$ cat src/pixel_defs.svh
// Command codes, operating state, set-mode codes, frame counts, drive codes and initial state words
`ifndef PIXEL_DEFS_SVH
`define PIXEL_DEFS_SVH

// External operation commands
`define OP_EXT_REDRAW  8'h01
`define OP_EXT_SETMODE 8'h02

// Global operating state that runs the panel init waveform
`define OP_INIT 2'd1

// Parameter codes carried by a set-mode command
`define SETMODE_MANUAL_LUT_NO_DITHER       8'd0
`define SETMODE_MANUAL_LUT_ERROR_DIFFUSION 8'd1
`define SETMODE_FAST_MONO_NO_DITHER        8'd2
`define SETMODE_FAST_MONO_BAYER            8'd3
`define SETMODE_FAST_MONO_BLUE_NOISE       8'd4

// Full-swing frame counts in fast mono mode
`define FASTM_B2W_FRAMES 6'd9
`define FASTM_W2B_FRAMES 6'd9

// Panel drive codes, 11 is never sent
`define NO_DRIVE    2'b00
`define DRIVE_BLACK 2'b01
`define DRIVE_WHITE 2'b10

// Mode field encodings, manual LUT only decodes the top two bits
`define MODE_MANUAL_LUT_NO_DITHER       2'd0
`define MODE_MANUAL_LUT_ERROR_DIFFUSION 2'd1
`define MODE_FAST_MONO_NO_DITHER        4'd8
`define MODE_FAST_MONO_BAYER            4'd9
`define MODE_FAST_MONO_BLUE_NOISE       4'd10

// Manual LUT without dither, idle, screen assumed white
`define DEFAULT_MODE {`MODE_MANUAL_LUT_NO_DITHER, 4'd0, 6'd0, 4'd15}

// Fast mono starting words: idle, no cap, previous value white
`define INIT_FAST_MONO_ND {`MODE_FAST_MONO_NO_DITHER, 2'b00, 6'd0, 2'd0, 1'b0, 1'b1}
`define INIT_FAST_MONO_BD {`MODE_FAST_MONO_BAYER, 2'b00, 6'd0, 2'd0, 1'b0, 1'b1}
`define INIT_FAST_MONO_BN {`MODE_FAST_MONO_BLUE_NOISE, 2'b00, 6'd0, 2'd0, 1'b0, 1'b1}

`endif
$ cat src/pixel_pkg.sv
// Pixel state word views, the packed union over them and the base-mode type
package pixel_pkg;

    // Manual LUT layout of the state word
    typedef struct packed {
        // Only the top two mode bits are decoded here
        logic [1:0] mode_prefix;
        // Screen value before the running update
        logic [3:0] src;
        // Frames left in the waveform, zero when idle
        logic [5:0] framecnt;
        // Value the pixel is being driven to
        logic [3:0] target;
    } lut_view_t;

    // Fast mono layout of the same word
    typedef struct packed {
        logic [3:0] mode;
        // Kept at zero
        logic [1:0] rsvd_hi;
        // Frames left in the mono drive
        logic [5:0] framecnt;
        // Dynamic frame-rate cap, a new value waits for zero
        logic [1:0] cap;
        // Kept at zero
        logic       rsvd_lo;
        // Last value driven, 1 is white
        logic       prev;
    } mono_view_t;

    // One VRAM word, decoded by the mode it carries
    typedef union packed {
        lut_view_t  lut;
        mono_view_t mono;
    } pixel_state_u;

    // Engine that owns a pixel, from mode bit 15
    typedef enum logic {
        BASE_MANUAL_LUT = 1'b0,
        BASE_FAST_MONO  = 1'b1
    } base_mode_e;

endpackage

$ cat src/pixel_processing.sv
// Registered per-pixel update engine wiring source select, LUT and mono engines and merge
`timescale 1ns/1ps
`include "pixel_defs.svh"

module pixel_processing (
    input  logic        clk,
    input  logic        reset,
    // Total frames in the LUT waveform
    input  logic [5:0]  csr_lutframe,
    // Dynamic frame-rate cap setting
    input  logic [1:0]  csr_mindrv,
    // Candidate source pixels
    input  logic [3:0]  proc_p_or,
    input  logic [3:0]  proc_p_e4,
    input  logic        proc_p_bd,
    input  logic        proc_p_n1,
    // State word in from VRAM and LUT readout
    input  logic [15:0] proc_bi,
    input  logic [1:0]  proc_lut_rd,
    // Global operation controls
    input  logic [1:0]  op_state,
    input  logic        op_valid,
    input  logic [7:0]  op_cmd,
    input  logic [7:0]  op_param,
    input  logic [7:0]  op_framecnt,
    // State word back to VRAM and drive code to the panel
    output logic [15:0] proc_bo,
    output logic [1:0]  proc_output
);

    logic [3:0]              vin;
    logic                    lut_start;
    pixel_pkg::pixel_state_u lut_bo;
    pixel_pkg::pixel_state_u mono_bo;
    logic [1:0]              lut_drive;
    logic [1:0]              mono_drive;

    // Forced clear already reaches both engines through vin
    pixel_source_select u_source_select (
        .proc_bi(proc_bi), .proc_p_or(proc_p_or), .proc_p_e4(proc_p_e4),
        .proc_p_bd(proc_p_bd), .proc_p_n1(proc_p_n1), .op_valid(op_valid),
        .op_cmd(op_cmd), .op_framecnt(op_framecnt), .vin(vin),
        .force_clear(), .lut_start(lut_start)
    );

    manual_lut_step u_manual_lut (
        .proc_bi(proc_bi), .vin(vin), .lut_start(lut_start),
        .csr_lutframe(csr_lutframe), .proc_lut_rd(proc_lut_rd),
        .lut_bo(lut_bo), .lut_drive(lut_drive)
    );

    fast_mono_step u_fast_mono (
        .proc_bi(proc_bi), .vin(vin), .csr_mindrv(csr_mindrv),
        .mono_bo(mono_bo), .mono_drive(mono_drive)
    );

    pixel_state_merge u_merge (
        .clk(clk), .reset(reset), .proc_bi(proc_bi), .op_state(op_state),
        .op_valid(op_valid), .op_cmd(op_cmd), .op_param(op_param),
        .op_framecnt(op_framecnt), .lut_bo(lut_bo), .lut_drive(lut_drive),
        .mono_bo(mono_bo), .mono_drive(mono_drive),
        .proc_bo(proc_bo), .proc_output(proc_output)
    );

endmodule

$ cat src/pixel_state_merge.sv
// Engine select, set-mode and init overrides, and the output register
`timescale 1ns/1ps
`include "pixel_defs.svh"

module pixel_state_merge (
    input  logic        clk,
    input  logic        reset,
    input  logic [15:0] proc_bi,
    input  logic [1:0]  op_state,
    input  logic        op_valid,
    input  logic [7:0]  op_cmd,
    input  logic [7:0]  op_param,
    input  logic [7:0]  op_framecnt,
    input  logic [15:0] lut_bo,
    input  logic [1:0]  lut_drive,
    input  logic [15:0] mono_bo,
    input  logic [1:0]  mono_drive,
    output logic [15:0] proc_bo,
    output logic [1:0]  proc_output
);

    pixel_pkg::pixel_state_u state;
    pixel_pkg::base_mode_e   base_mode;
    logic                    setmode_apply;
    logic [15:0]             next_bo;
    logic [1:0]              next_drive;

    assign state = proc_bi;

    // Bit 15 splits LUT modes from mono modes
    assign base_mode = state.lut.mode_prefix[1] ? pixel_pkg::BASE_FAST_MONO
                                                : pixel_pkg::BASE_MANUAL_LUT;

    // Mode switch only takes effect once the global count is idle
    assign setmode_apply = op_valid && (op_cmd == `OP_EXT_SETMODE) && (op_framecnt == 8'd0);

    always_comb begin
        // Normal engine result
        if (base_mode == pixel_pkg::BASE_MANUAL_LUT) begin
            next_bo    = lut_bo;
            next_drive = lut_drive;
        end else begin
            next_bo    = mono_bo;
            next_drive = mono_drive;
        end

        // Set-mode loads the starting word and leaves the drive alone
        if (setmode_apply) begin
            case (op_param)
                `SETMODE_MANUAL_LUT_NO_DITHER:
                    next_bo = {`MODE_MANUAL_LUT_NO_DITHER, 4'd0, 6'd0, 4'd15};
                `SETMODE_MANUAL_LUT_ERROR_DIFFUSION:
                    next_bo = {`MODE_MANUAL_LUT_ERROR_DIFFUSION, 4'd0, 6'd0, 4'd15};
                `SETMODE_FAST_MONO_NO_DITHER:  next_bo = `INIT_FAST_MONO_ND;
                `SETMODE_FAST_MONO_BAYER:      next_bo = `INIT_FAST_MONO_BD;
                `SETMODE_FAST_MONO_BLUE_NOISE: next_bo = `INIT_FAST_MONO_BN;
                // Bad parameter falls back to plain manual LUT
                default: next_bo = {`MODE_MANUAL_LUT_NO_DITHER, 4'd0, 6'd0, 4'd15};
            endcase
        end

        // Init waveform overrides everything
        if (op_state == `OP_INIT) begin
            // Down-counting frames x111xx give no drive, 1xxxxx black and all others white
            if (op_framecnt[4:2] == 3'b111) begin
                next_drive = `NO_DRIVE;
            end else if (op_framecnt[5]) begin
                next_drive = `DRIVE_BLACK;
            end else begin
                next_drive = `DRIVE_WHITE;
            end
            next_bo = `DEFAULT_MODE;
        end
    end

    // One cycle from sampled pixel to VRAM and panel
    always_ff @(posedge clk) begin
        if (reset) begin
            proc_bo     <= `DEFAULT_MODE;
            proc_output <= `NO_DRIVE;
        end else begin
            proc_bo     <= next_bo;
            proc_output <= next_drive;
        end
    end

    // No engine or override ever drives both rails
    assert property (@(posedge clk) disable iff (reset) proc_output != 2'b11)
        else $error("illegal drive code on proc_output");

endmodule

$ cat src/fast_mono_step.sv
// Next state word and drive code for a pixel in fast mono mode with frame-rate cap
`timescale 1ns/1ps
`include "pixel_defs.svh"

module fast_mono_step (
    input  logic [15:0] proc_bi,
    input  logic [3:0]  vin,
    input  logic [1:0]  csr_mindrv,
    output logic [15:0] mono_bo,
    output logic [1:0]  mono_drive
);

    pixel_pkg::pixel_state_u state;
    pixel_pkg::pixel_state_u next_state;
    logic                    new_val;
    logic                    changed;
    logic [5:0]              full_frames;
    logic [1:0]              cap_dec;
    logic [1:0]              drive_to_input;
    logic [1:0]              drive_to_prev;

    assign state = proc_bi;

    // Mono only looks at the MSB of the input
    assign new_val = vin[3];
    assign changed = (new_val != state.mono.prev);

    // Full swing length in the new direction
    assign full_frames = new_val ? `FASTM_B2W_FRAMES : `FASTM_W2B_FRAMES;

    // Cap counts down and stops at zero
    assign cap_dec = (state.mono.cap != 2'd0) ? (state.mono.cap - 2'd1) : 2'd0;

    assign drive_to_input = new_val ? `DRIVE_WHITE : `DRIVE_BLACK;
    assign drive_to_prev  = state.mono.prev ? `DRIVE_WHITE : `DRIVE_BLACK;

    always_comb begin
        next_state = state;
        if (state.mono.framecnt != 6'd0) begin
            if (changed && (state.mono.cap == 2'd0)) begin
                // Reversal mid-update
                // undo only the frames already spent
                mono_drive = drive_to_input;
                next_state.mono.framecnt = full_frames - state.mono.framecnt + 6'd1;
                next_state.mono.cap      = csr_mindrv;
                next_state.mono.prev     = new_val;
            end else begin
                // Keep pushing toward the stored value
                mono_drive = drive_to_prev;
                next_state.mono.framecnt = state.mono.framecnt - 6'd1;
                next_state.mono.cap      = cap_dec;
            end
        end else if (changed) begin
            // Fresh update from a settled pixel
            mono_drive = drive_to_input;
            next_state.mono.framecnt = full_frames;
            next_state.mono.cap      = csr_mindrv;
            next_state.mono.prev     = new_val;
        end else begin
            mono_drive = `NO_DRIVE;
        end
    end

    assign mono_bo = next_state;

endmodule

$ cat src/manual_lut_step.sv
// Next state word and drive code for a pixel in manual waveform-LUT mode
`timescale 1ns/1ps
`include "pixel_defs.svh"

module manual_lut_step (
    input  logic [15:0] proc_bi,
    input  logic [3:0]  vin,
    input  logic        lut_start,
    input  logic [5:0]  csr_lutframe,
    input  logic [1:0]  proc_lut_rd,
    output logic [15:0] lut_bo,
    output logic [1:0]  lut_drive
);

    pixel_pkg::pixel_state_u state;
    pixel_pkg::pixel_state_u next_state;

    assign state = proc_bi;

    always_comb begin
        next_state = state;
        if (state.lut.framecnt != 6'd0) begin
            // Waveform running, source and target frozen
            lut_drive = proc_lut_rd;
            next_state.lut.framecnt = state.lut.framecnt - 6'd1;
        end else begin
            // Idle pixel
            lut_drive = `NO_DRIVE;
            if (lut_start) begin
                // Current screen value becomes the waveform source
                next_state.lut.src      = state.lut.target;
                next_state.lut.framecnt = csr_lutframe;
                next_state.lut.target   = vin;
            end
        end
    end

    assign lut_bo = next_state;

endmodule

$ cat src/pixel_source_select.sv
// Dither decode, effective input value and forced clear for one pixel
`timescale 1ns/1ps
`include "pixel_defs.svh"

module pixel_source_select (
    input  logic [15:0] proc_bi,
    input  logic [3:0]  proc_p_or,
    input  logic [3:0]  proc_p_e4,
    input  logic        proc_p_bd,
    input  logic        proc_p_n1,
    input  logic        op_valid,
    input  logic [7:0]  op_cmd,
    input  logic [7:0]  op_framecnt,
    output logic [3:0]  vin,
    output logic        force_clear,
    output logic        lut_start
);

    pixel_pkg::pixel_state_u state;
    pixel_pkg::base_mode_e   base_mode;
    logic [3:0]              dither_in;
    logic [3:0]              clear_color;
    logic                    redraw_cmd;
    logic                    setmode_cmd;

    assign state = proc_bi;

    // Command decode
    assign redraw_cmd  = op_valid && (op_cmd == `OP_EXT_REDRAW);
    assign setmode_cmd = op_valid && (op_cmd == `OP_EXT_SETMODE);

    // Set-mode during a running global count clears the pixel first
    assign force_clear = redraw_cmd || (setmode_cmd && (op_framecnt != 8'd0));
    assign lut_start   = redraw_cmd || force_clear;

    // Mode decode picks the dithered source
    always_comb begin
        case (state.lut.mode_prefix)
            `MODE_MANUAL_LUT_NO_DITHER: begin
                base_mode = pixel_pkg::BASE_MANUAL_LUT;
                dither_in = proc_p_or;
            end
            `MODE_MANUAL_LUT_ERROR_DIFFUSION: begin
                base_mode = pixel_pkg::BASE_MANUAL_LUT;
                dither_in = proc_p_e4;
            end
            default: begin
                base_mode = pixel_pkg::BASE_FAST_MONO;
                case (state.mono.mode)
                    `MODE_FAST_MONO_NO_DITHER:  dither_in = proc_p_or;
                    // 1-bit dithers stretched to the 4-bit input
                    `MODE_FAST_MONO_BAYER:      dither_in = {4{proc_p_bd}};
                    `MODE_FAST_MONO_BLUE_NOISE: dither_in = {4{proc_p_n1}};
                    // Unknown codes behave as mono without dither
                    default:                    dither_in = proc_p_or;
                endcase
            end
        endcase
    end

    // LUT pixels clear to white
    // Mono pixels follow the phase of the global count
    always_comb begin
        if (base_mode == pixel_pkg::BASE_MANUAL_LUT) begin
            clear_color = 4'hF;
        end else if ((op_framecnt[4:3] == 2'b11) || op_framecnt[5]) begin
            clear_color = 4'h0;
        end else begin
            clear_color = 4'hF;
        end
    end

    assign vin = force_clear ? clear_color : dither_in;

endmodule

$ cat config.mk
export PLATFORM = sky130hd
export DESIGN_NAME = pixel_processing
export DESIGN_NICKNAME = d
export VERILOG_FILES = /design/src/pixel_pkg.sv /design/src/pixel_processing.sv /design/src/pixel_state_merge.sv /design/src/fast_mono_step.sv /design/src/manual_lut_step.sv /design/src/pixel_source_select.sv
export VERILOG_INCLUDE_DIRS = /design/src
export SDC_FILE = /design/constraint.sdc
export NUM_CORES = 1
export LEC_CHECK = 0
export BUFFER_PORTS_ARGS = -buffer_cell sky130_fd_sc_hd__buf_2
export CAP_MARGIN = 30
export CORE_MARGIN = 2
export CORE_UTILIZATION = 45
export CTS_BUF_LIST = sky130_fd_sc_hd__clkbuf_8
export DETAILED_ROUTE_END_ITERATION = 6
export GPL_TIMING_DRIVEN = 0
export PLACE_DENSITY_LB_ADDON = 0.1
export REMOVE_ABC_BUFFERS = 1
export SYNTH_ARGS = -nofsm -noshare
export SYNTH_HDL_FRONTEND = slang
export SYNTH_SLANG_ARGS = --single-unit
$ cat constraint.sdc
create_clock -name clk -period 4 [get_ports clk]
set_clock_uncertainty 0.15 [all_clocks]
set_input_delay 0 -clock clk [delete_from_list [all_inputs] [get_ports clk]]
set_output_delay 0 -clock clk [all_outputs]
set_load 0.03 [all_outputs]
======== Word level (Yosys, flattened, before mapping) ========
Index checks and enable logic that the tools add are counted.
Widths: inputs -> output; s select.
word-level totals
  output and inout port bits .............. 18
  bits in registers ....................... 18
operators by class
  reductions and logical operators ........ 16
  eq/ne operators ......................... 13
  add/sub/neg operators ................... 4
  muxes and demuxes ....................... 30
operators by type and width
  operator             number
  $pmux 16 s4          1
  $mux 14              2
  $eq 8x2->1 const B   3
  $mux 8               3
  $mux 2               11
  $mux 4               5
  $eq 8x1->1 const B   2
  $mux 16              1
  $pmux 4 s2           2
  $eq 4x4->1 const B   2
  $eq 8x3->1 const B   1
  $logic_not 8->1      1
  $reduce_bool 8->1    1
  $add 6x1->6 const B  1
  $mux 6               1
  $reduce_bool 6->1    1
  $sub 4x6->6 const A  1
  $sub 6x1->6 const B  1
  $logic_and 1x1->1    5
  $eq 2x1->1 const B   2
  $logic_not 2->1      2
  $mux 1               4
  $reduce_or 2->1      2
  $eq 3x3->1 const B   1
  other kinds (5)      7

======== Depth between registers and ports, before layout ========
Gate-level depths: netlist of run 1.
  depth in word-level cells ............... 11
  gate-level depth with buffers ........... 13

======== Hierarchy ========
Synthesis of run 1 repeated with hierarchy kept, for this count alone.
unflattened totals
  cells, all modules ...................... 232
  area total of the unflattened synthesis .. 1985.7 µm²
modules (own cells, without submodules)
  module               area an instance (µm²)  seq. area each (µm²)  instances  cells an instance
  pixel_state_merge    870.8                   360.3                 1          87
  fast_mono_step       440.4                   0.0                   1          66
  manual_lut_step      406.6                   0.0                   1          44
  pixel_source_select  267.8                   0.0                   1          35

======== Worst setup path before layout of run 1 ========
Ideal clock, no wire load.
  path type ............................... input to register
  start point ............................. in op_framecnt[3]
  end point ............................... reg u_merge.proc_bo[8]
  arrival time ............................ 2704 ps
  stages .................................. 12
  path slack .............................. 1029 ps
  required time ........................... 3733 ps
  cells stage by stage .................... or4_4 > nor4_4 > nand3b_4 > o2bb2ai_2 > inv_1 > ha_1 > or4b_2 > nand3_1 > o21ai_0 > xor2_1 > a22oi_1 > nor2_1
on the way
  longest elaborated chain between the ends .. 11
RTL lines
  item                  line                       source
  start, declared       pixel_processing.sv:25     input logic [7:0] op_framecnt,
  $eq 2x2->1            pixel_source_select.sv:66  end else if ((op_framecnt[4:3] == 2'b11) || op_framecnt[5]) begin
  $logic_or 1x1->1      pixel_source_select.sv:66
  $mux 4                pixel_source_select.sv:66
  $mux 4                pixel_source_select.sv:64  if (base_mode == pixel_pkg::BASE_MANUAL_LUT) begin
  $mux 4                pixel_source_select.sv:73  assign vin = force_clear ? clear_color : dither_in;
  $ne 1x1->1            fast_mono_step.sv:26       assign changed = (new_val != state.mono.prev);
  $logic_and 1x1->1     fast_mono_step.sv:40       if (changed && (state.mono.cap == 2'd0)) begin
  $mux 8                fast_mono_step.sv:40
  $mux 8                fast_mono_step.sv:39       if (state.mono.framecnt != 6'd0) begin
  $mux 14               pixel_state_merge.sv:39    if (base_mode == pixel_pkg::BASE_MANUAL_LUT) begin
  $mux 16 (*)           pixel_state_merge.sv:48    if (setmode_apply) begin
  end signal, assigned  pixel_state_merge.sv:79    proc_bo <= `DEFAULT_MODE;
  end signal, assigned  pixel_state_merge.sv:82    proc_bo <= next_bo;
  end, declared         pixel_state_merge.sv:18    output logic [15:0] proc_bo,
Mark *: on every way between the ends. The rest lies on a longest branch, timed or not.
A chain may end at the register's enable or synchronous reset.

======== Worst setup path in the final report of run 1 ========
Ends and elaborated chain as after synthesis.

==> results of run 1 <==
worst max-delay path, delay by kind of cell:
family          cells  cell delay [ns]
simple gates        6             1.93
buf+inv             2             0.19
xor+xnor            1             0.15
fa+ha+maj           1             0.37
compound gates      3             0.38
flip-flops by register name, indices dropped and copies added, names as in the netlist:
signal,flops
u_merge.proc_bo,16
u_merge.proc_output,2
kinds of logic after synthesis:
kind of cell	after synthesis	share of synthesized area, %
AND/OR/NAND/NOR	73	31.6
AO/OA/AOI/OAI	47	22.1
flip-flops	18	25.5
buffers and inverters	14	3.90
multiplexers	10	7.17
XOR/XNOR	7	4.34
adder cells (fa/ha/maj)	6	5.31
cell type report:
class	count	share of cell area, %
repair buffers	98	28.7
flip-flops and latches	18	17.2
multi-input cells	143	47.7
clock buffers	4	2.63
inverters	6	1.08
well taps	44	2.63
through the flow:
step | util, % | cell area [um2]
after global routing | 69.0 | 2090
after global placement | 60.0 | 1820
after detailed placement | 60.0 | 1820
after CTS | 69.0 | 2090
final | 69.0 | 2090
after floorplan | - | 1380
how the worst min path moves through the flow:
stage,end,cells past startpoint
after global placement,u_merge.proc_bo[14]$_SDFF_PP0_,2
after detailed placement,u_merge.proc_bo[14]$_SDFF_PP0_,2
after floorplan,u_merge.proc_bo[14]$_SDFF_PP0_,1
after global routing,u_merge.proc_output[1]$_SDFF_PP0_,4
final,u_merge.proc_bo[8]$_SDFF_PP0_,4
after CTS,u_merge.proc_bo[8]$_SDFF_PP0_,4
cell usage in the layout (no fill, tap or decap), types with 2 or more instances in the layout:
cell,synthesis,layout
nor4_1,3,3
buf_2,2,76
xor2_1,5,5
a22oi_1,3,3
dfxtp_1,18,18
nor3_1,4,4
a21oi_1,13,13
nor2_1,9,9
o31ai_1,2,2
nand4b_1,3,3
clkbuf_8,0,4
o21ai_0,10,10
nor3b_1,4,4
or4_1,2,2
xnor2_1,2,2
nand2_1,17,17
or3_1,2,2
o22ai_1,2,2
nor2b_1,2,2
ha_1,6,6
a21o_1,2,2
nand3_1,12,12
a211oi_1,4,4
o21a_1,2,2
inv_1,6,6
dlygate4sd3_1,0,22
mux2i_1,9,9
and3_2,2,2
nand2b_1,3,3
power by group:
| part | switching (mW) | internal, mW | leakage (nW) | total, mW |
|---|---|---|---|---|
| registers | 0.00231 | 0.191 | 0.149 | 0.193 |
| clock network | 0.0646 | 0.0875 | 0.0288 | 0.152 |
| logic | 0.0921 | 0.0760 | 0.824 | 0.168 |
| total | 0.159 | 0.355 | 1.00 | 0.514 |
metal layers:
metal	GRT usage (%)	vias up
li1	-	837
met5	0	-
met3	2.60	4
met1	29.9	751
met4	6.35	0
met2	39.8	63
repair_timing:
action | CTS | global route
hold buffers | 22 | 0
buffers inserted | 0 | 0
endpoints found under the hold margin | 14 | 0
==> flow_metrics.py, run 1 <==
metrics = {
    "pwr": {
        "leakagePower_nw": 1.00,
        "power_density_mw_per_mm2": 246,
        "total_power_uw": 514,
        "ir_drop_v": 0.000124,
    },
    "drt": {
        "vias": 1655,
        "met2WireLength_mm": 1.93,
        "routed.top_layer": "met4",
        "dr.pass1.iters": 5,
        "via_per_inst": 5.29,
        "ant_nets": 0,
        "drt_iter0_markers": 90,
        "m1WireLength_mm": 1.71,
        "wl_per_cell_um": 12.5,
        "wl_met3_um": 220,
        "post-route-drc-count": 0,
        "drt_wl_total_mm": 3.90,
    },
    "synth": {
        "syn_area_mm2": 0.00141,
        "synth_seq_area_share_pct": 25.5,
        "synth_edf_count": 0,
        "synthTopCellsByArea": "dfxtp_1 (26%), mux2i_1 (6.4%), ha_1 (5.3%)",
        "async_reset_ff_share_pct": 0,
        "synth_top_area_cell": "dfxtp_1",
        "ys_top_cells_by_count": "dfxtp_1 (18), nand2_1 (17), a21oi_1 (13)",
        "yosysMostFrequentCell": "dfxtp_1",
        "synth-main-ff-cell": "dfxtp_1",
        "ys_types": 48,
        "yosys_register_bits": 18,
        "ys_warn_count": 0,
        "avgSynthCellArea_um2": 8.07,
        "netlist_instances": 175,
        "synth_top_area_share_pct": 25.5,
    },
    "place": {
        "dpl.cell_count": 287,
        "gp_congestion": 0.827,
        "portBuffers": 76,
        "place_ws_ns": 0.667,
        "dp_hpwl_mm": 2.74,
    },
    "clock_tree": {
        "clock-root-buffer": "clkbuf_8",
        "cts_max_level": 1,
        "cts_resized": 0,
        "clockBufferDepth": 2,
        "tritoncts": "done",
        "numCtsBuffers": 3,
        "numClockSinks": 18,
        "path_clk_slew_ns": 0.07,
    },
    "floorplan": {
        "ios": 83,
        "die_y_um": 60.0,
        "die_w_um": 60.0,
        "coreArea_mm2": 0.00303,
        "initial_core_util_pct": 46.7,
        "rows": 20,
        "die_area_mm2": 0.00360,
    },
    "setup_path": {
        "crit_chain": "buf_2 -> or4_4 -> nor4_4 -> nand3b_4 -> o2bb2ai_2 -> inv_1 -> ha_1 -> or4b_2 -> nand3_1 -> o21ai_0 -> xor2_1 -> a22oi_1 -> nor2_1",
        "cpPeakStageDelay_ns": 0.70,
        "cp-end-kind": "register",
        "required_ns": 3.98,
        "crit_path_start": "op_framecnt[3]",
        "crit_type": "in -> reg",
        "start_kind": "input pin",
        "path_max_fanout": 9,
        "slowest_stage": "or4b_2",
        "cp.arrival_ns": 3.04,
        "cp-endpoint": "u_merge.proc_bo[8]$_SDFF_PP0_",
    },
    "timing": {
        "relSlewSlack_pct": 62.6,
        "finalWorstSetupSlack_ns": 0.940,
        "slew_viol_final": 0,
        "whs_ns": 0.00744,
        "max_freq_ghz": 0.327,
        "tightest_slew_ns": 0.560,
        "fin_crit_sh_pct": 76.5,
        "rsz0062_at_grt": "false",
        "setup-tns-final_ns": 0,
        "setup_violations": 0,
        "finalCriticalPeriod_ns": 3.06,
        "finalHoldViolCount": 0,
    },
    "hold_path": {
        "hold_class": "in -> reg",
        "hold_start": "proc_bi[8]",
    },
    "layout": {
        "stdcell_count": 313,
        "multiInputGateArea_um2": 997,
        "n_fill_cell": 261,
        "fin_nets": 341,
        "drive_gt1_share_pct": 34.6,
        "ff_latch_area_um2": 360,
        "area_delta_synth_final_pct": 48.0,
        "antenna_cells": 0,
    },
    "run": {
        "maxCapViolCount": 0,
    },
    "global_routing": {
        "grt_pass1_vias": 1429,
        "antenna_found_initial": 0,
        "grt_first_pass_wirelength_mm": 6.28,
        "grt_usage_pct": 23.0,
        "grt_start_max_net_pins": 30,
        "grt-ovfl-total": 0,
    },
    "run_status": {
        "status": "completed",
    },
}
Power figures use the tool's default switching activity.
==> run 2: changes to the inputs <==
--- a/config.mk
+++ b/config.mk
@@ -9,7 +9,7 @@
 export BUFFER_PORTS_ARGS = -buffer_cell sky130_fd_sc_hd__buf_2
 export CAP_MARGIN = 30
 export CORE_MARGIN = 2
-export CORE_UTILIZATION = 45
+export CORE_UTILIZATION = 41
 export CTS_BUF_LIST = sky130_fd_sc_hd__clkbuf_8
 export DETAILED_ROUTE_END_ITERATION = 6
 export GPL_TIMING_DRIVEN = 0
==> constraint.sdc (replaced) <==
create_clock -name clk -period 2.5 [get_ports clk]
set_clock_uncertainty 0.15 [all_clocks]
set_input_delay 0 -clock clk [delete_from_list [all_inputs] [get_ports clk]]
set_output_delay 0 -clock clk [all_outputs]
set_load 0.03 [all_outputs]
==> flow_metrics.py, run 2 (synthesis results as in run 1) <==
metrics = {
    "run_status": {
        "status": "complete, but fails checks",
        "violations": "hold timing, setup timing",
    },
    "place": {
        "gp_congestion": 0.787,
        "place_ws_ns": -0.852,
        "dp_hpwl_mm": 2.88,
        "placed_area_mm2": 0.00182,
        "portBuffers": 76,
    },
    "timing": {
        "fin_crit_sh_pct": 104,
        "setup_violations": 2,
        "finalCriticalPeriod_ns": 2.59,
        "relSlewSlack_pct": 62.8,
        "finalWorstSetupSlack_ns": -0.0898,
        "rsz0062_at_grt": "true",
        "slew_viol_final": 0,
        "finalHoldViolCount": 1,
        "whs_ns": -0.00205,
        "tightest_slew_ns": 0.556,
        "max_freq_ghz": 0.386,
    },
    "setup_path": {
        "start_kind": "input pin",
        "path_max_fanout": 4,
        "cpPeakStageDelay_ns": 0.54,
        "required_ns": 2.50,
        "crit_chain": "buf_6 -> or4_4 -> nor4_4 -> nand3b_4 -> o2bb2ai_4 -> inv_2 -> ha_4 -> or4b_4 -> a21oi_2 -> a21oi_2 -> nor2_1 -> nor3_1 -> nor4_1",
        "cp-end-kind": "register",
        "critPathMostFrequentCell": "a21oi_2",
        "crit_type": "in -> reg",
        "cp.arrival_ns": 2.59,
        "slowest_stage": "or4_4",
    },
    "layout": {
        "largest_register_ffs": 16,
        "top_register": "u_merge.proc_bo",
        "reg_top3": "u_merge.proc_bo: 16 flops, u_merge.proc_output: 2 flops",
        "drive_gt1_share_pct": 39.3,
        "final_cell_mix": "buf_2 (74), dlygate4sd3_1 (20), dfxtp_1 (18), nand2_1 (17)",
        "fin_nets": 347,
        "layout_commonest_cell": "buf_2",
        "fin_area_mm2": 0.00220,
        "antenna_cells": 0,
        "area_delta_synth_final_pct": 55.4,
    },
    "clock_tree": {
        "cts_max_level": 1,
        "clock-root-buffer": "clkbuf_8",
        "clockBufferDepth": 2,
        "numCtsBuffers": 3,
        "tritoncts": "done",
        "path_clk_slew_ns": 0.08,
        "numClockSinks": 18,
    },
    "floorplan": {
        "ios": 83,
        "die_w_um": 62.7,
        "initial_core_util_pct": 42.7,
        "die_area_mm2": 0.00393,
        "coreArea_mm2": 0.00331,
        "rows": 21,
        "die_y_um": 62.7,
    },
    "global_routing": {
        "antenna_found_initial": 0,
        "grt_first_pass_wirelength_mm": 7.07,
        "grt-ovfl-total": 0,
        "grt_start_max_net_pins": 30,
        "grt_usage_pct": 21.9,
        "grt_pass1_vias": 1608,
    },
    "drt": {
        "wl_per_cell_um": 13.3,
        "vias": 1723,
        "via_per_inst": 5.37,
        "drt_wl_total_mm": 4.27,
        "drt_iter0_markers": 111,
        "dr.pass1.iters": 4,
        "post-route-drc-count": 0,
        "ant_nets": 0,
    },
    "run": {
        "maxCapViolCount": 0,
    },
    "pwr": {
        "ir_drop_v": 0.000190,
        "leakagePower_nw": 1.04,
        "power_density_mw_per_mm2": 388,
    },
    "hold_path": {
        "hold_class": "in -> reg",
    },
}
[run 2: final timing paths]
check,start,end,slack [ns],depth (start not counted)
max,op_framecnt[3],u_merge.proc_bo[7]$_SDFF_PP0_,-0.09,13
min,op_framecnt[5],u_merge.proc_output[0]$_SDFF_PP0_,-0.002,4
[run 2: worst max-delay path, delay by kind of cell]
family | cells | cell delay [ns]
compound gates | 3 | 0.31
fa+ha+maj | 1 | 0.22
buf+inv | 2 | 0.16
simple gates | 7 | 1.90
[run 2: final cells by class]
class                   instances  area (um2)
clock buffers                   4        55.1
fillers                       319        1110
inverters                       6        22.5
multi-input cells             143        1050
flip-flops and latches         18         360
well taps                      46        57.6
repair buffers                104         649
[run 2: timing repair]
item                       CTS  global route
hold buffers                20             0
pin swaps                    1             4
setup endpoints to repair    6             5
buffers inserted             7             1
hold endpoints to repair    14             0
cloned                       0             0
gates resized for setup     13             1
[run 2: metrics by stage]
step / std cells / TNS, ns / util, % / power, mW
after detailed placement: 289 / -3.71 / 54.9 / 0.559
after floorplan: 167 / -1.16 / - / 0.456
after global placement: 289 / -3.60 / 54.9 / 0.557
after CTS: 320 / -0.191 / 66.0 / 0.849
after global routing: 321 / -0.327 / 66.3 / 0.900
final: 321 / -0.135 / 66.3 / 0.852
[run 2: where the power goes]
part	total (mW)	switching, mW	internal (mW)	leakage [nW]
Clock	0.244	0.104	0.140	0.0288
Combinational	0.299	0.160	0.139	0.859
Sequential	0.310	0.00394	0.306	0.149
[run 2: per-layer routing]
metal / wire [um] / track usage [%] / share of wire (%) / vias to the layer above
li1: - / - / - / 849
met1: 1860 / 26.4 / 44 / 798
met3: 264 / 3.78 / 6.2 / 9
met2: 2090 / 39.7 / 49 / 67
met4: 55 / 6.39 / 1.3 / 0
met5: 0 / 0 / 0 / -
==> run 3: changes to the inputs <==
--- a/config.mk
+++ b/config.mk
@@ -6,10 +6,11 @@
 export SDC_FILE = /design/constraint.sdc
 export NUM_CORES = 1
 export LEC_CHECK = 0
-export BUFFER_PORTS_ARGS = -buffer_cell sky130_fd_sc_hd__buf_2
+export ABC_AREA = 1
+export BUFFER_PORTS_ARGS = -buffer_cell sky130_fd_sc_hd__clkbuf_2
 export CAP_MARGIN = 30
 export CORE_MARGIN = 2
-export CORE_UTILIZATION = 41
+export CORE_UTILIZATION = 43
 export CTS_BUF_LIST = sky130_fd_sc_hd__clkbuf_8
 export DETAILED_ROUTE_END_ITERATION = 6
 export GPL_TIMING_DRIVEN = 0
==> flow_metrics.py, run 3 <==
metrics = {
    "synth": {
        "synth_seq_area_share_pct": 22.3,
        "synth-main-ff-cell": "dfxtp_1",
        "synthTopCellsByArea": "dfxtp_1 (22%), nand2_1 (11%), nor2_1 (7.0%)",
        "yosysMostFrequentCell": "nand2_1",
        "async_reset_ff_share_pct": 0,
        "syn_area_mm2": 0.00162,
        "synth_top_area_share_pct": 22.3,
        "ys_types": 36,
        "avgSynthCellArea_um2": 6.47,
        "netlist_instances": 250,
        "yosys_register_bits": 18,
        "synth_edf_count": 0,
        "synth_top_area_cell": "dfxtp_1",
        "ys_top_cells_by_count": "nand2_1 (49), nor2_1 (30), inv_1 (25)",
        "ys_warn_count": 0,
    },
    "setup_path": {
        "cpPeakStageDelay_ns": 0.56,
        "start_kind": "input pin",
        "path_max_fanout": 4,
        "required_ns": 2.50,
        "crit_chain": "dlygate4sd3_1 -> clkbuf_2 -> nor2_2 -> nand2_1 -> nor2_1 -> nor2_1 -> nand2_1 -> nand3_2 -> nand2_2 -> inv_1 -> ha_1 -> nor2_1 -> nor2_1 -> nand2_1 -> a22oi_1 -> dlygate4sd3_1",
        "cp.arrival_ns": 2.34,
        "slowest_stage": "dlygate4sd3_1",
        "critPathTopFamily": "buffers and inverters",
        "critPathMostFrequentCell": "nor2_1",
        "crit_type": "in -> reg",
        "crit_buf_inv": 4,
        "cp-end-kind": "register",
    },
    "timing": {
        "setup-tns-final_ns": 0,
        "finalHoldViolCount": 0,
        "setup_violations": 0,
        "finalWorstSetupSlack_ns": 0.158,
        "max_freq_ghz": 0.427,
        "slew_viol_final": 0,
        "fin_crit_sh_pct": 93.7,
        "relSlewSlack_pct": 68.0,
        "finalCriticalPeriod_ns": 2.34,
        "tightest_slew_ns": 0.476,
    },
    "floorplan": {
        "die_y_um": 65.3,
        "die_area_mm2": 0.00427,
        "ios": 83,
        "die_w_um": 65.3,
        "coreArea_mm2": 0.00363,
        "rows": 22,
        "initial_core_util_pct": 44.5,
    },
    "pwr": {
        "total_power_uw": 860,
        "power_frac_comb_pct": 35.0,
        "ir_drop_v": 0.000205,
        "clkPwrFrac_pct": 28.9,
        "power.switching_uw": 287,
        "switching_share_pct": 33.4,
        "power.internal_uw": 573,
        "leakagePower_nw": 1.16,
        "power_density_mw_per_mm2": 369,
        "sequentialPowerShare_pct": 36.1,
    },
    "layout": {
        "final_cell_mix": "clkbuf_2 (76), nand2_1 (48), nor2_1 (28), inv_1 (23), dlygate4sd3_1 (22)",
        "largest_register_ffs": 16,
        "fin_nets": 422,
        "antenna_cells": 0,
        "drive_gt1_share_pct": 36.0,
        "layout_commonest_cell": "clkbuf_2",
        "area_delta_synth_final_pct": 44.1,
        "reg_top3": "u_merge.proc_bo: 16 flops, u_merge.proc_output: 2 flops",
        "n_fill_cell": 367,
        "top_register": "u_merge.proc_bo",
    },
    "drt": {
        "wl_per_cell_um": 10.6,
        "drt_wl_total_mm": 4.23,
        "ant_nets": 0,
        "post-route-drc-count": 0,
        "drt_iter0_markers": 73,
        "via_per_inst": 4.80,
        "vias": 1909,
        "dr.pass1.iters": 4,
    },
    "clock_tree": {
        "tritoncts": "done",
        "numClockSinks": 18,
        "path_clk_slew_ns": 0.07,
        "cts_max_level": 1,
        "numCtsBuffers": 3,
        "clock-root-buffer": "clkbuf_8",
        "clockBufferDepth": 2,
    },
    "run_status": {
        "status": "completed",
    },
    "global_routing": {
        "antenna_found_initial": 0,
        "grt_first_pass_wirelength_mm": 7.35,
        "grt-ovfl-total": 0,
        "grt_pass1_vias": 1727,
        "grt_start_max_net_pins": 17,
        "grt_usage_pct": 21.5,
    },
    "place": {
        "place_ws_ns": 0.103,
        "dp_hpwl_mm": 3.24,
        "portBuffers": 76,
        "gp_congestion": 0.870,
    },
    "run": {
        "maxCapViolCount": 0,
    },
    "hold_path": {
        "hold_class": "in -> reg",
    },
}
run 3: cell families (layout without fill, tap and decap cells):
logic type	count (synthesis)	in the layout	share of synthesized area, %
compound gates	56	56	20.9
xor+xnor	5	5	2.71
flops	18	18	22.3
fa+ha+maj	6	6	4.64
simple gates	125	125	39.1
buf+inv	40	140	10.4
run 3: repair_timing:
action,in CTS,in global routing
resized for setup,0,5
endpoints found under the setup margin,0,6
hold buffers,22,0
setup buffers,0,2
hold endpoints to repair,16,0
run 3: power by group through the flow:
stage | clock (mW) | sequential (mW) | combinational, mW
floorplan | 0 | 0.359 | 0.119
global placement | 0 | 0.317 | 0.261
detailed placement | 0 | 0.317 | 0.262
CTS | 0.251 | 0.311 | 0.292
global route | 0.259 | 0.312 | 0.335
finish | 0.248 | 0.311 | 0.301
run 3: layout make-up:
cell class              instances  area [um2]  area share (%)
well taps                      48        60.1            2.58
repair buffers                100         616            26.4
inverters                      36         144            6.17
flip-flops and latches         18         360            15.5
multi-input cells             192        1100            47.0
clock buffers                   4        55.1            2.36
run 3: final timing paths:
path,startpoint,endpoint,slack [ns],cells after the start
worst max-delay path,proc_bi[14],u_merge.proc_output[0]$_SDFF_PP0_,0.16,16
worst min-delay path,op_cmd[1],u_merge.proc_bo[15]$_SDFF_PP0_,0.01,4
run 3: routing by layer:
metal	track usage (%)	share of wire, %	routed length, um
met1	28.1	47	1980
met2	37.9	47	1990
met3	2.74	5.5	233
met4	4.69	0.94	40
met5	0	0	0
run 3: metrics by stage:
step,util [%],cell area [um2],std cells,hold WS (ns)
3_5_place_dp,56.0,2030,370,0.0525
2_1_floorplan,-,1590,246,-0.0876
6_report,64.2,2330,398,0.0120
4_1_cts,63.5,2310,396,0.00318
3_3_place_gp,56.0,2030,370,0.0544
5_1_grt,64.2,2330,398,0.0324
